## config.mk

```make
export PLATFORM = sky130hd
export DESIGN_NAME = link_pair_top
export DESIGN_NICKNAME = d
export VERILOG_FILES = /design/src/rtl/link_regs_pkg.sv /design/src/rtl/link_types_pkg.sv /design/src/rtl/link_pair_top.sv /design/src/rtl/link_partner.sv /design/src/rtl/link_config_regs.sv /design/src/rtl/bit_tick_gen.sv
export VERILOG_INCLUDE_DIRS = /design/src /design/src/rtl
export SDC_FILE = /design/constraint.sdc
export NUM_CORES = 1
export LEC_CHECK = 0
export ABC_CLOCK_PERIOD_IN_PS = 4800
export BUFFER_PORTS_ARGS = -buffer_cell sky130_fd_sc_hd__buf_2
export CAP_MARGIN = 25
export CORE_ASPECT_RATIO = 1.2
export CORE_MARGIN = 1
export CORE_UTILIZATION = 33
export CTS_CLUSTER_SIZE = 12
export DETAILED_ROUTE_END_ITERATION = 6
export GPL_TIMING_DRIVEN = 0
export SLEW_MARGIN = 20
export SYNTH_ARGS = -nofsm -noshare
export SYNTH_HDL_FRONTEND = slang
export SYNTH_SLANG_ARGS = --single-unit
export TNS_END_PERCENT = 50
```

## constraint.sdc

```tcl
create_clock -name clk_8mhz -period 4.8 [get_ports clk_8mhz]
set_input_delay 1.2 -clock clk_8mhz [delete_from_list [all_inputs] [get_ports clk_8mhz]]
set_output_delay 1.2 -clock clk_8mhz [all_outputs]
set_load 0.005 [all_outputs]
```

## src/rtl/link_cfg.svh

```systemverilog
`ifndef LINK_CFG_SVH
`define LINK_CFG_SVH

//////////////////////////////////////////////////
// Slot timing
//////////////////////////////////////////////////

// clk_8mhz cycles per bit slot, gives a 2 MHz slot rate
`define LINK_TICK_DIV 4

//////////////////////////////////////////////////
// Register block sizes and defaults
//////////////////////////////////////////////////

// Idle slots between frames after reset
`define LINK_GAP_DEFAULT 1

// Gap count width, 1 to 15 slots
`define LINK_GAP_WIDTH 4

// Saturating sync error counter width
`define LINK_ERR_WIDTH 4

`endif
```

## src/rtl/link_regs_pkg.sv

```systemverilog
`default_nettype none

package link_regs_pkg;

    //////////////////////////////////////////////////
    // Register map
    //////////////////////////////////////////////////

    // Control, gap length, read-only status
    typedef enum logic [1:0] {
        reg_ctrl   = 2'd0,
        reg_gap    = 2'd1,
        reg_status = 2'd2
    } reg_addr_t;

    // Control register bit positions
    localparam int unsigned CTRL_EN_BIT       = 0;
    localparam int unsigned CTRL_A_MASTER_BIT = 1;

    // Data bus width of the register port
    localparam int unsigned CFG_DATA_WIDTH = 8;

endpackage

`default_nettype wire

```

## src/rtl/link_types_pkg.sv

```systemverilog
`default_nettype none

package link_types_pkg;

    //////////////////////////////////////////////////
    // Frame slot positions
    //////////////////////////////////////////////////

    // Slave only, waiting for a low slot after a high one
    // Master drives low in sync, then its bit in data_m
    // Line released in turn, slave drives data_s
    // Gap repeats for the configured number of slots
    typedef enum logic [2:0] {
        slot_hunt   = 3'd0,
        slot_sync   = 3'd1,
        slot_data_m = 3'd2,
        slot_turn   = 3'd3,
        slot_data_s = 3'd4,
        slot_gap    = 3'd5
    } slot_state_t;

    //////////////////////////////////////////////////
    // Partner role on the shared line
    //////////////////////////////////////////////////

    typedef enum logic {
        role_master = 1'b0,
        role_slave  = 1'b1
    } role_t;

endpackage

`default_nettype wire

```

## src/rtl/link_pair_top.sv

```systemverilog
`default_nettype none

`include "link_cfg.svh"

module link_pair_top (
    input  wire                       clk_8mhz,
    input  wire                       reset,
    input  wire                       pll_locked,
    input  wire                       state_a_in,
    input  wire                       state_b_in,
    output logic                      partner_a_state,
    output logic                      partner_b_state,
    output logic                      state_a_echo,
    output logic                      state_b_echo,
    input  wire                       cfg_write,
    input  link_regs_pkg::reg_addr_t  cfg_addr,
    input  wire  [7:0]                cfg_wdata,
    output logic [7:0]                cfg_rdata
);

    import link_types_pkg::*;

    logic                       slot_tick;
    logic                       link_enable;
    role_t                      role_a;
    role_t                      role_b;
    logic [`LINK_GAP_WIDTH-1:0] gap_slots;
    logic                       sync_error_a;
    logic                       sync_error_b;
    logic                       line_out_a;
    logic                       line_oe_a;
    logic                       line_out_b;
    logic                       line_oe_b;
    logic                       shared_line;

    //////////////////////////////////////////////////
    // Slot timing and configuration
    //////////////////////////////////////////////////

    bit_tick_gen bit_tick_gen_inst (
        .clk_8mhz   (clk_8mhz),
        .reset      (reset),
        .pll_locked (pll_locked),
        .slot_tick  (slot_tick)
    );

    link_config_regs link_config_regs_inst (
        .clk_8mhz     (clk_8mhz),
        .reset        (reset),
        .cfg_write    (cfg_write),
        .cfg_addr     (cfg_addr),
        .cfg_wdata    (cfg_wdata),
        .cfg_rdata    (cfg_rdata),
        .sync_error_a (sync_error_a),
        .sync_error_b (sync_error_b),
        .link_enable  (link_enable),
        .role_a       (role_a),
        .role_b       (role_b),
        .gap_slots    (gap_slots)
    );

    //////////////////////////////////////////////////
    // Partners on the shared line
    //////////////////////////////////////////////////

    link_partner partner_a (
        .clk_8mhz      (clk_8mhz),
        .reset         (reset),
        .slot_tick     (slot_tick),
        .link_enable   (link_enable),
        .role          (role_a),
        .gap_slots     (gap_slots),
        .state_in      (state_a_in),
        .line_in       (shared_line),
        .line_out      (line_out_a),
        .line_oe       (line_oe_a),
        .partner_state (partner_a_state),
        .state_echo    (state_a_echo),
        .sync_error    (sync_error_a)
    );

    link_partner partner_b (
        .clk_8mhz      (clk_8mhz),
        .reset         (reset),
        .slot_tick     (slot_tick),
        .link_enable   (link_enable),
        .role          (role_b),
        .gap_slots     (gap_slots),
        .state_in      (state_b_in),
        .line_in       (shared_line),
        .line_out      (line_out_b),
        .line_oe       (line_oe_b),
        .partner_state (partner_b_state),
        .state_echo    (state_b_echo),
        .sync_error    (sync_error_b)
    );

    // Pulled-up wire, A first when enabled, then B
    assign shared_line = line_oe_a ? line_out_a :
                         line_oe_b ? line_out_b : 1'b1;

    // Only one side may own the line in any cycle
    assert property (@(posedge clk_8mhz) disable iff (reset)
        !(line_oe_a && line_oe_b))
        else $error("both partners drive the shared line");

endmodule

`default_nettype wire

```

## src/rtl/link_partner.sv

```systemverilog
`default_nettype none

`include "link_cfg.svh"

module link_partner (
    input  wire                         clk_8mhz,
    input  wire                         reset,
    input  wire                         slot_tick,
    input  wire                         link_enable,
    input  link_types_pkg::role_t       role,
    input  wire  [`LINK_GAP_WIDTH-1:0]  gap_slots,
    input  wire                         state_in,
    input  wire                         line_in,
    output logic                        line_out,
    output logic                        line_oe,
    output logic                        partner_state,
    output logic                        state_echo,
    output logic                        sync_error
);

    import link_types_pkg::*;

    localparam int GAP_W = `LINK_GAP_WIDTH;

    // Slot in progress, ended by the next tick
    slot_state_t      state;
    slot_state_t      state_next;
    slot_state_t      start_state;
    logic [GAP_W-1:0] gap_cnt;
    // Master has driven its first sync since restart
    logic             armed;
    // Line level in the slot before the one just ended
    logic             line_prev;
    logic             my_state;
    role_t            role_q;
    logic             is_master;
    logic             restart;
    logic             sync_seen;
    logic             sync_miss;
    logic             gap_done;
    logic             oe_next;
    logic             out_next;

    assign is_master   = (role == role_master);
    assign start_state = is_master ? slot_sync : slot_hunt;
    // Role swap restarts the frame like a disable
    assign restart     = !link_enable || (role != role_q);
    // Sync is a low slot right after a high one
    assign sync_seen   = !line_in && line_prev;
    assign sync_miss   = !is_master && (state == slot_sync) && !sync_seen;
    assign gap_done    = (gap_cnt >= gap_slots);
    assign state_echo  = my_state;

    //////////////////////////////////////////////////
    // Frame sequencer, next slot
    //////////////////////////////////////////////////

    always_comb begin
        state_next = state;
        case (state)
            slot_hunt:   state_next = sync_seen ? slot_data_m : slot_hunt;
            slot_sync: begin
                if (is_master) begin
                    // First tick after restart opens the sync slot
                    state_next = armed ? slot_data_m : slot_sync;
                end else begin
                    state_next = sync_seen ? slot_data_m : slot_hunt;
                end
            end
            slot_data_m: state_next = slot_turn;
            slot_turn:   state_next = slot_data_s;
            slot_data_s: state_next = slot_gap;
            slot_gap:    state_next = gap_done ? slot_sync : slot_gap;
            default:     state_next = start_state;
        endcase
    end

    // Line driver setting for the slot about to start
    always_comb begin
        oe_next = is_master ? (state_next == slot_sync || state_next == slot_data_m)
                            : (state_next == slot_data_s);
        case (state_next)
            slot_sync:   out_next = 1'b0;
            slot_data_m: out_next = state_in;
            slot_data_s: out_next = my_state;
            default:     out_next = 1'b1;
        endcase
    end

    //////////////////////////////////////////////////
    // Sequencer and line driver registers
    //////////////////////////////////////////////////

    always_ff @(posedge clk_8mhz) begin
        if (reset || restart) begin
            state      <= start_state;
            gap_cnt    <= '0;
            armed      <= 1'b0;
            line_prev  <= 1'b1;
            line_oe    <= 1'b0;
            line_out   <= 1'b1;
            sync_error <= 1'b0;
        end else begin
            // One-cycle flag on a missed sync
            sync_error <= slot_tick && sync_miss;
            if (slot_tick) begin
                state     <= state_next;
                armed     <= 1'b1;
                line_prev <= line_in;
                line_oe   <= oe_next;
                line_out  <= out_next;
                if (state_next == slot_gap) begin
                    gap_cnt <= (state == slot_gap) ? gap_cnt + GAP_W'(1) : GAP_W'(1);
                end
            end
        end
    end

    always_ff @(posedge clk_8mhz) begin
        role_q <= role;
    end

    //////////////////////////////////////////////////
    // Local capture and partner sampling
    //////////////////////////////////////////////////

    // Held across disable and unlock
    always_ff @(posedge clk_8mhz) begin
        if (reset) begin
            my_state      <= 1'b0;
            partner_state <= 1'b0;
        end else if (slot_tick && !restart) begin
            // Leaving the sync slot
            if (state_next == slot_data_m) begin
                my_state <= state_in;
            end
            // Sample the slot the other side owns
            if (is_master ? (state == slot_data_s) : (state == slot_data_m)) begin
                partner_state <= line_in;
            end
        end
    end

    // Drive only in the slots owned by this role
    assert property (@(posedge clk_8mhz) disable iff (reset)
        line_oe |-> ((role_q == role_master) ?
                     (state == slot_sync || state == slot_data_m) :
                     (state == slot_data_s)))
        else $error("line enabled outside own slot, state %s", state.name());

    // Resolved line reads back what this side drives, else the other side drove too
    assert property (@(posedge clk_8mhz) disable iff (reset)
        line_oe |-> (line_in == line_out))
        else $error("line contention seen in state %s", state.name());

endmodule

`default_nettype wire

```

## src/rtl/link_config_regs.sv

```systemverilog
`default_nettype none

`include "link_cfg.svh"

module link_config_regs (
    input  wire                          clk_8mhz,
    input  wire                          reset,
    input  wire                          cfg_write,
    input  link_regs_pkg::reg_addr_t     cfg_addr,
    input  wire  [7:0]                   cfg_wdata,
    output logic [7:0]                   cfg_rdata,
    input  wire                          sync_error_a,
    input  wire                          sync_error_b,
    output logic                         link_enable,
    output link_types_pkg::role_t        role_a,
    output link_types_pkg::role_t        role_b,
    output logic [`LINK_GAP_WIDTH-1:0]   gap_slots
);

    import link_types_pkg::*;
    import link_regs_pkg::*;

    localparam int GAP_W = `LINK_GAP_WIDTH;
    localparam int ERR_W = `LINK_ERR_WIDTH;
    localparam logic [ERR_W-1:0] ERR_MAX = {ERR_W{1'b1}};

    logic             a_master_q;
    logic [ERR_W-1:0] err_cnt;
    logic             ctrl_wr;

    assign ctrl_wr = cfg_write && (cfg_addr == reg_ctrl);

    //////////////////////////////////////////////////
    // Write side
    //////////////////////////////////////////////////

    always_ff @(posedge clk_8mhz) begin
        if (reset) begin
            link_enable <= 1'b0;
            a_master_q  <= 1'b1;
            gap_slots   <= GAP_W'(`LINK_GAP_DEFAULT);
            err_cnt     <= '0;
        end else begin
            if (cfg_write) begin
                case (cfg_addr)
                    reg_ctrl: begin
                        link_enable <= cfg_wdata[CTRL_EN_BIT];
                        a_master_q  <= cfg_wdata[CTRL_A_MASTER_BIT];
                    end
                    // Zero gap would merge frames so it is stored as one
                    reg_gap: gap_slots <= (cfg_wdata[GAP_W-1:0] == '0) ?
                                          GAP_W'(1) : cfg_wdata[GAP_W-1:0];
                    default: ;
                endcase
            end
            // Error count clears on any control write
            if (ctrl_wr) begin
                err_cnt <= '0;
            end else if ((sync_error_a || sync_error_b) && (err_cnt != ERR_MAX)) begin
                err_cnt <= err_cnt + ERR_W'(1);
            end
        end
    end

    // Roles always complementary
    assign role_a = a_master_q ? role_master : role_slave;
    assign role_b = a_master_q ? role_slave  : role_master;

    //////////////////////////////////////////////////
    // Read mux
    //////////////////////////////////////////////////

    always_comb begin
        cfg_rdata = '0;
        case (cfg_addr)
            reg_ctrl: begin
                cfg_rdata[CTRL_EN_BIT]       = link_enable;
                cfg_rdata[CTRL_A_MASTER_BIT] = a_master_q;
            end
            reg_gap:    cfg_rdata = {{(CFG_DATA_WIDTH-GAP_W){1'b0}}, gap_slots};
            reg_status: cfg_rdata = {{(CFG_DATA_WIDTH-ERR_W){1'b0}}, err_cnt};
            default:    cfg_rdata = '0;
        endcase
    end

endmodule

`default_nettype wire

```

## src/rtl/bit_tick_gen.sv

```systemverilog
`default_nettype none

`include "link_cfg.svh"

module bit_tick_gen (
    input  wire  clk_8mhz,
    input  wire  reset,
    input  wire  pll_locked,
    output logic slot_tick
);

    localparam int TICK_DIV = `LINK_TICK_DIV;
    localparam int CNT_W    = $clog2(TICK_DIV);

    // Divide counter, position inside the current slot
    logic [CNT_W-1:0] div_cnt;

    //////////////////////////////////////////////////
    // Divider
    //////////////////////////////////////////////////

    always_ff @(posedge clk_8mhz) begin
        if (reset || !pll_locked) begin
            // Held at zero until the clock settles
            div_cnt   <= '0;
            slot_tick <= 1'b0;
        end else if (div_cnt == CNT_W'(TICK_DIV - 1)) begin
            // Last cycle of the slot, wrap and fire
            div_cnt   <= '0;
            slot_tick <= 1'b1;
        end else begin
            div_cnt   <= div_cnt + CNT_W'(1);
            slot_tick <= 1'b0;
        end
    end

    // Tick is a single-cycle enable, never a level
    assert property (@(posedge clk_8mhz) disable iff (reset)
        slot_tick |=> !slot_tick)
        else $error("slot_tick high in two consecutive cycles");

endmodule

`default_nettype wire

```

Word-level counts from Yosys, hierarchy flattened
Cells that the tools add are included.
{"block": "totals", "register_bits": 43}
{"block": "classes", "n_addsub": 4, "n_lt_le_gt_ge": 2, "eq_ne": 24, "mux": 32, "n_reduce_logical": 43}
{"cell": "case mux 3 bit (6 select lines)", "n": 2}
{"cell": "== test 3 bit, second input constant", "n": 8}
{"cell": "2-to-1 mux 3 bit", "n": 8}
{"cell": "== test 3 x 2 -> 1 bit, second input constant", "n": 6}
{"cell": "AND reduction 2 bit", "n": 8}
{"cell": "adder 4 x 1 -> 4 bit, second input constant", "n": 3}
{"cell": "== test 3 x 1 -> 1 bit, second input constant", "n": 4}
{"cell": "logical AND 1 bit", "n": 12}
{"cell": "2-to-1 mux 4 bit", "n": 3}
{"cell": "2-to-1 mux 1 bit", "n": 11}
{"cell": ">= comparator 4 bit", "n": 2}
{"cell": "logical OR 1 bit", "n": 8}
{"cell": "2-to-1 mux 2 bit", "n": 4}
{"cell": "logical NOT 1 bit", "n": 7}
{"cell": "logical NOT 3 bit", "n": 2}
{"cell": "case mux 1 bit (3 select lines)", "n": 2}
{"cell": "case mux 2 bit (3 select lines)", "n": 1}
{"cell": "== test 2 bit, second input constant", "n": 2}
{"cell": "logical NOT 4 bit", "n": 1}
{"cell": "inequality test 4 bit, second input constant", "n": 1}
{"cell": "case mux 2 bit (2 select lines)", "n": 1}
{"cell": "nonzero test 2 bit", "n": 2}
{"cell": "OR reduction 2 bit", "n": 2}
{"cell": "adder 2 x 1 -> 2 bit, second input constant", "n": 1}
{"cell": "other kinds (3)", "n": 4}

Depth between registers and ports, before layout
Gate-level depths: netlist of the first run.
{"block": "logic_depth", "depth_word": 10, "mapped_depth": 7}

Cells and area by module
From an unflattened synthesis of the first run, not the netlist that was laid out.
{"block": "unflattened", "hier_cells": 304, "hier_area_um2": 2672.6}
{"mod": "link_partner", "n_inst": 2, "cells_each": 112, "area_per_inst_um2": 977.2, "seq_area_each_um2": 330.3}
{"mod": "link_config_regs", "n_inst": 1, "cells_each": 70, "area_per_inst_um2": 584.3, "seq_area_each_um2": 200.2}
{"mod": "bit_tick_gen", "n_inst": 1, "cells_each": 7, "area_per_inst_um2": 108.9, "seq_area_each_um2": 60.1}
{"mod": "link_pair_top", "n_inst": 1, "cells_each": 3, "area_per_inst_um2": 25.0, "seq_area_each_um2": 0.0}

Worst setup path before layout of the first run
Ideal clock, no wire load.
{"block": "synth_path", "path_type": "input port to output port", "from": "input cfg_addr[1]", "to": "output cfg_rdata[0]", "arrival_time_ns": 1.962, "required_time_ns": 3.600, "setup_slack_ns": 1.638, "cell_stages": 5, "path_cell_list": "inv_1 > ha_1 > clkbuf_1 > a222oi_1 > nor2_1"}
{"block": "synth_between", "elab_chain_len": 2, "word_cells_on_any_way": 4, "cone_classes": "2 x eq/ne; 1 x mux; 1 x reduce/logical"}
{"element": "from (decl)", "line_no": "link_pair_top.sv:16", "text": "input link_regs_pkg::reg_addr_t cfg_addr,"}
{"element": "== test 2 bit (tied with other cells)", "line_no": "link_config_regs.sv:75", "text": "case (cfg_addr)"}
{"element": "case mux 2 bit (3 select lines) *", "line_no": "link_config_regs.sv:75"}
{"element": "to (decl)", "line_no": "link_pair_top.sv:18", "text": "output logic [7:0] cfg_rdata"}
Mark *: on every way between the ends. The rest lies on a longest branch, timed or not.

Final worst setup path of the first run
Ends and elaborated chain as after synthesis.

==> run summary, run 1 <==
# IOs - 28
CP max FO - 8
post-cts resize count - 0
top_reg_cell synth - dfxtp_1
crit path launch - cfg_addr[1]
Final Slew Violations - 0
Final setup viols - 0
via total after detailed routing - 2212
number of global-route vias before repair - 2177
Async SR Flop Fraction - 0%
endpoints failing hold - 0
area of the mapped netlist - 0.00250 mm2
Post-Route WL - 5980 um
DR WL/cell - 14.4 um
outcome - finished clean
Slew headroom - 50.9%
Post-synth EDFFs - 6
initial antenna violation count - 0
via/cell ratio - 5.33
Total Nets Final - 356
Pwr per Cell Area - 244 mW/mm2
Setup Fix Bufs, Post-CTS - 0
global-route wire length before repair - 10200 um
Buffers on Ports - 19
Post-CTS Hold Buffers - 0
GR Overflow Total - 0
pre-CTS setup slack - 1.32 ns
final setup margin - 1.32 ns
row cnt - 34
Post-DP HPWL - 4510 um
Syn. warnings - 0
largest net degree at the start of global routing - 17
TritonCTS buffer count - 5
leakage - 1.10 nW
Detail Route Antenna Nets - 0
TritonCTS clock tree - done
Mean Syn Cell Area - 8.47 um2
ant diodes - 0
clock-pin slew on the worst setup and hold paths - 0.09 ns
Yosys cell types - 58
core box area - 0.00727 mm2
FF+latch count, synth - 43
max_cap viols - 0
Worst EP required - 3.60 ns
area of the die - 0.00792 mm2
R2R setup slack - 2.53 ns
unrepaired setup endpoints after global routing - no
1st-iter DRT viols - 78
gr usage total - 16.3%
most frequent cells in the layout - dfxtp_1, nor2_1, buf_2, nand2_1, a21oi_1
Layout area overhead - 12.6%
reg-to-reg startpoint - link_config_regs_inst.gap_slots[2]$_SDFFE_PP0P_
commonest non-fill, non-tap cell in the layout - dfxtp_1
Max Fclk - 0.287 GHz
Hold Startpoint - bit_tick_gen_inst.div_cnt[0]$_SDFF_PP0_
Crit Path Class - in2out
Vert. Die Dim - 97.3 um
Final min period - 3.48 ns
fin util - 38.6%
sequential fraction of the synthesis area - 36.9%
Initial Utilization - 34.3%
Worst Setup Start Kind - input port
Root Driver - clkbuf_8
number of remaining DRC errors - 0
Clock Path Buffers - 2
Post-Syn Instances - 295
worst hold margin - 0.440 ns
maximum VDD drop - 0.000179 V
final worst-path cycle share - 72.6%
WP data arrival - 2.28 ns
Die Width - 81.4 um
Clk Latency, worst-skew pair - 0.30 ns
measured slew at the worst slew-check pin - 0.718 ns
setup TNS - 0 ns
H-tree level count - 2
Worst Clk Skew - 0.00596 ns
share of cells above drive strength 1 - 13.2%
First-pass DRT Iterations - 4
worst hold path class - reg2reg
gpl congestion - 0.858
Num Clock Sinks - 43
Worst Setup End Kind - output port
-- sequential cells by signal, indices dropped and copies added, names as in the netlist, 2 cells and up --
register                         cells
partner_b.state                      3
partner_a.gap_cnt                    4
bit_tick_gen_inst.div_cnt            2
link_config_regs_inst.err_cnt        4
link_config_regs_inst.gap_slots      4
partner_b.gap_cnt                    4
partner_a.state                      3
-- per-stage QoR --
| stage | cells | instance area [um2] | power [W] |
|---|---|---|---|
| finish | 415 | 2810 | 0.000686 |
| detailed placement | 407 | 2720 | 0.000444 |
| global placement | 407 | 2720 | 0.000443 |
| floorplan | 298 | 2510 | 0.000423 |
| CTS | 415 | 2810 | 0.000694 |
| global route | 415 | 2810 | 0.000713 |
-- cells in the mapped netlist, drive strengths merged (2+ instances only) --
cell type  number  area share (%)
a2111oi         2            0.75
a211o           4             1.4
a211oi          3            0.90
a21o            2            0.60
a21oi          19             3.8
a222oi          2            0.80
a22oi           4             1.2
a31oi           2            0.50
and2            4             1.0
and2b           2            0.70
and3            4             1.0
and3b           3             1.2
and4bb          2             1.0
buf             9             2.7
clkbuf          6            0.90
dfxtp          37              30
edfxtp          6             7.2
ha             16             8.0
inv            13             2.0
mux2i           6             2.4
nand2          21             3.2
nand2b          2            0.50
nand3          14             2.8
nand4           2            0.50
nor2           33             5.1
nor2b          11             2.8
nor3           13             2.6
nor3b           3            0.90
nor4            2            0.50
nor4bb          2            0.80
o211a           2            0.80
o21ai          16             3.2
o22ai           2            0.50
or3             2            0.50
or4             5             1.5
xnor2           2            0.70
xor2            3             1.1
-- logic make-up after synthesis --
group	synth area share, %
xor+xnor	1.75
flops	36.9
fa+ha+maj	8.02
buf+inv	5.66
simple gates	28.2
compound gates	16.9
mux	2.40
other cells	0.150
-- layout make-up --
class	count	area [um2]
repair buffers	19	95.1
multi-input cells	226	1450
clock buffers	5	68.8
flip-flops and latches	43	921
plain buffers	15	88.8
fillers	766	4460
well taps	90	113
inverters	14	52.6
clock inverters	3	26.3
-- where the power goes --
group          switching (W)  internal, W
combinational      0.0000369    0.0000256
clock               0.000143     0.000107
sequential        0.00000473     0.000369
-- per-layer routing --
metal	up-vias	part of all wire, %	GRT usage (%)
met5	-	0	0
met4	0	1.6	4.67
li1	1118	-	-
met1	1037	45	20.1
met3	9	3.7	3.00
met2	48	50	28.1
-- critical path: stages --
cell      delay [ns]
buf_2           0.11
inv_1           0.06
ha_1            0.17
clkbuf_1        0.18
a222oi_1        0.37
nor2_1          0.07
buf_2           0.13
-- worst paths after layout --
| check | end | depth (start not counted) |
|---|---|---|
| setup reg to reg | partner_b.gap_cnt[3]$_SDFFE_PP0P_ | 7 |
| setup / recovery | cfg_rdata[0] | 7 |
| hold / removal | bit_tick_gen_inst.div_cnt[0]$_SDFF_PP0_ | 1 |
| hold reg to reg | bit_tick_gen_inst.div_cnt[0]$_SDFF_PP0_ | 1 |
Note: power is estimated with default switching activity, not from simulation.
==> inputs of run 2 (changes only) <==
ABC_AREA = 1   (was default)
ABC_CLOCK_PERIOD_IN_PS = 3070   (was 4800)
clock period = 3.07 ns   (was 4.8 ns; I/O delays follow)
==> run summary, run 2 <==
outcome - finished clean (unchanged)
unrepaired setup endpoints after global routing - no (unchanged)
Post-CTS Hold Buffers - 0 (unchanged)
Syn. warnings - 0 (unchanged)
Clk Latency, worst-skew pair - 0.30 ns (about the same)
Post-DP HPWL - 4210 um (was 4510 um)
Final setup viols - 0 (unchanged)
largest net degree at the start of global routing - 14 (was 17)
ant diodes - 0 (unchanged)
area of the mapped netlist - 0.00250 mm2 (about the same)
gr usage total - 14.6% (was 16.3%)
Mean Syn Cell Area - 7.11 um2 (was 8.47 um2)
row cnt - 34 (unchanged)
# IOs - 28 (unchanged)
TritonCTS clock tree - done (unchanged)
number of remaining DRC errors - 0 (unchanged)
area of the die - 0.00794 mm2 (was 0.00792 mm2)
Setup Fix Bufs, Post-CTS - 0 (unchanged)
Post-Syn Instances - 352 (was 295)
First-pass DRT Iterations - 5 (was 4)
Worst Clk Skew - 0.0115 ns (was 0.00596 ns)
initial antenna violation count - 0 (unchanged)
max_cap viols - 0 (unchanged)
endpoints failing hold - 0 (unchanged)
worst hold path class - reg2reg (unchanged)
FF+latch count, synth - 43 (unchanged)
leakage - 1.35 nW (was 1.10 nW)
clock power share - 38.4% (was 36.4%)
share of cells above drive strength 1 - 15.2% (was 13.2%)
Worst EP required - 2.30 ns (was 3.60 ns)
top_reg_cell synth - dfxtp_1 (unchanged)
gpl congestion - 0.788 (was 0.858)
maximum VDD drop - 0.000217 V (was 0.000179 V)
core box area - 0.00727 mm2 (unchanged)
Worst Setup End Kind - output port (unchanged)
ranking of synthesized cells by area - dfxtp_1, nand2_1, ha_1 (was dfxtp_1, ha_1, edfxtp_1)
Final min period - 2.30 ns
GR Overflow Total - 0 (unchanged)
sequential fraction of the synthesis area - 36.8% (was 36.9%)
final worst-path cycle share - 75.0%
Buffers on Ports - 19 (unchanged)
Vert. Die Dim - 97.4 um (was 97.3 um)
number of global-route vias before repair - 2087 (was 2177)
Num Clock Sinks - 43 (unchanged)
most frequent cells in the layout - nand2_1, inv_1, dfxtp_1, nor2_1, a21oi_1 (was dfxtp_1, nor2_1, buf_2, nand2_1, a21oi_1)
Detail Route Antenna Nets - 0 (unchanged)
Post-Route WL - 5390 um (was 5980 um)
TritonCTS buffer count - 5 (unchanged)
Crit Path Class - in2out (unchanged)
Sequential Power Share - 51.5% (was 54.5%)
Initial Utilization - 34.4% (was 34.3%)
cell-internal power - 0.000860 W (was 0.000502 W)
Total Nets Final - 413 (was 356)
Yosys cell types - 32 (was 58)
Sw Ratio - 24.9% (was 26.8%)
Combinational Power Share - 10.1% (was 9.1%)
DR WL/cell - 11.4 um (was 14.4 um)
CP max FO - 5 (was 8)
clock-pin slew on the worst setup and hold paths - 0.08 ns (was 0.09 ns)
pre-CTS setup slack - 0.759 ns (was 1.32 ns)
Layout area overhead - 13.0% (was 12.6%)
Max Fclk - 0.435 GHz
via total after detailed routing - 2259 (was 2212)
via/cell ratio - 4.79 (was 5.33)
area leader, netlist - dfxtp_1 (unchanged)
sw power - 0.000286 W (was 0.000184 W)
most common cell in the netlist - nand2_1 (was dfxtp_1)
commonest non-fill, non-tap cell in the layout - nand2_1 (was dfxtp_1)
final setup margin - 0.769 ns (was 1.32 ns)
Die Width - 81.5 um (was 81.4 um)
Async SR Flop Fraction - 0% (unchanged)
Pwr per Cell Area - 405 mW/mm2 (was 244 mW/mm2)
post-cts resize count - 0 (unchanged)
WP data arrival - 1.53 ns (was 2.28 ns)
1st-iter DRT viols - 119 (was 78)
Clock Path Buffers - 2 (unchanged)
Synth top cells by count - nand2_1, inv_1, dfxtp_1 (was dfxtp_1, nor2_1, nand2_1)
Root Driver - clkbuf_8 (unchanged)
setup TNS - 0 ns (unchanged)
H-tree level count - 2 (unchanged)
Yosys top cell area share - 29.6% (was 29.7%)
Post-synth EDFFs - 6 (unchanged)
Final Slew Violations - 0 (unchanged)
Worst Setup Start Kind - input port (unchanged)
global-route wire length before repair - 9120 um (was 10200 um)
## run 2: layer usage
metal	GRT usage, %	routed length (um)
met1	17.1	2370
met2	25.3	2700
met3	2.54	165
met4	6.46	155
met5	0	0
## run 2: final timing paths
path,slack (ns),depth (start not counted),startpoint,to
max,0.77,8,cfg_addr[1],cfg_rdata[0]
min,0.36,0,link_config_regs_inst.a_master_q$_SDFFE_PP1P_,partner_b.role_q$_DFF_P_
max reg2reg,1.38,10,link_config_regs_inst.gap_slots[3]$_SDFFE_PP0P_,partner_b.gap_cnt[1]$_SDFFE_PP0P_
min reg2reg,0.36,0,link_config_regs_inst.a_master_q$_SDFFE_PP1P_,partner_b.role_q$_DFF_P_
## run 2: stage by stage
stage / instances / total power [W] / hold slack, ns / area [um2] / util, %
floorplan: 355 / 0.000686 / 0.332 / 2510 / -
global placement: 464 / 0.000718 / 0.348 / 2720 / 37.4
detailed placement: 464 / 0.000720 / 0.346 / 2720 / 37.4
finish: 472 / 0.00115 / 0.358 / 2830 / 38.9
CTS: 472 / 0.00116 / 0.361 / 2830 / 38.9
global route: 472 / 0.00119 / 0.376 / 2830 / 38.9
## run 2: cells by family (layout without fill, tap and decap cells)
| family | after synthesis | in the layout | share of synthesized area [%] |
|---|---|---|---|
| AOI/OAI and AO/OA | 54 | 54 | 11.5 |
| buffers and inverters | 65 | 92 | 10.9 |
| xor gates and xnor gates | 5 | 5 | 1.75 |
| other | 1 | 4 | 0.150 |
| and+or+nand+nor | 168 | 168 | 30.9 |
| DFF | 43 | 43 | 36.8 |
| adders and majority gates | 16 | 16 | 8.00 |
## run 2: layout make-up
class	instances	area (um2)
clock buffers	5	68.8
repair buffers	19	95.1
flip-flops and latches	43	921
fillers	761	4450
well taps	90	113
plain buffers	9	58.8
clock inverters	3	38.8
multi-input cells	247	1320
inverters	56	214
## run 2: power groups by stage
stage,sequential [W],combinational [W],clock [W]
2_1_floorplan,0.000601,0.0000845,0
3_3_place_gp,0.000603,0.000114,0
3_5_place_dp,0.000604,0.000116,0
4_1_cts,0.000591,0.000116,0.000455
5_1_grt,0.000593,0.000135,0.000460
6_report,0.000591,0.000116,0.000440
## run 2: worst max-delay path, cell delays in order
cell	delay [ns]
buf_2	0.12
inv_1	0.07
ha_1	0.24
nand2_1	0.07
nand3_1	0.09
nand2_1	0.05
inv_1	0.04
buf_2	0.09
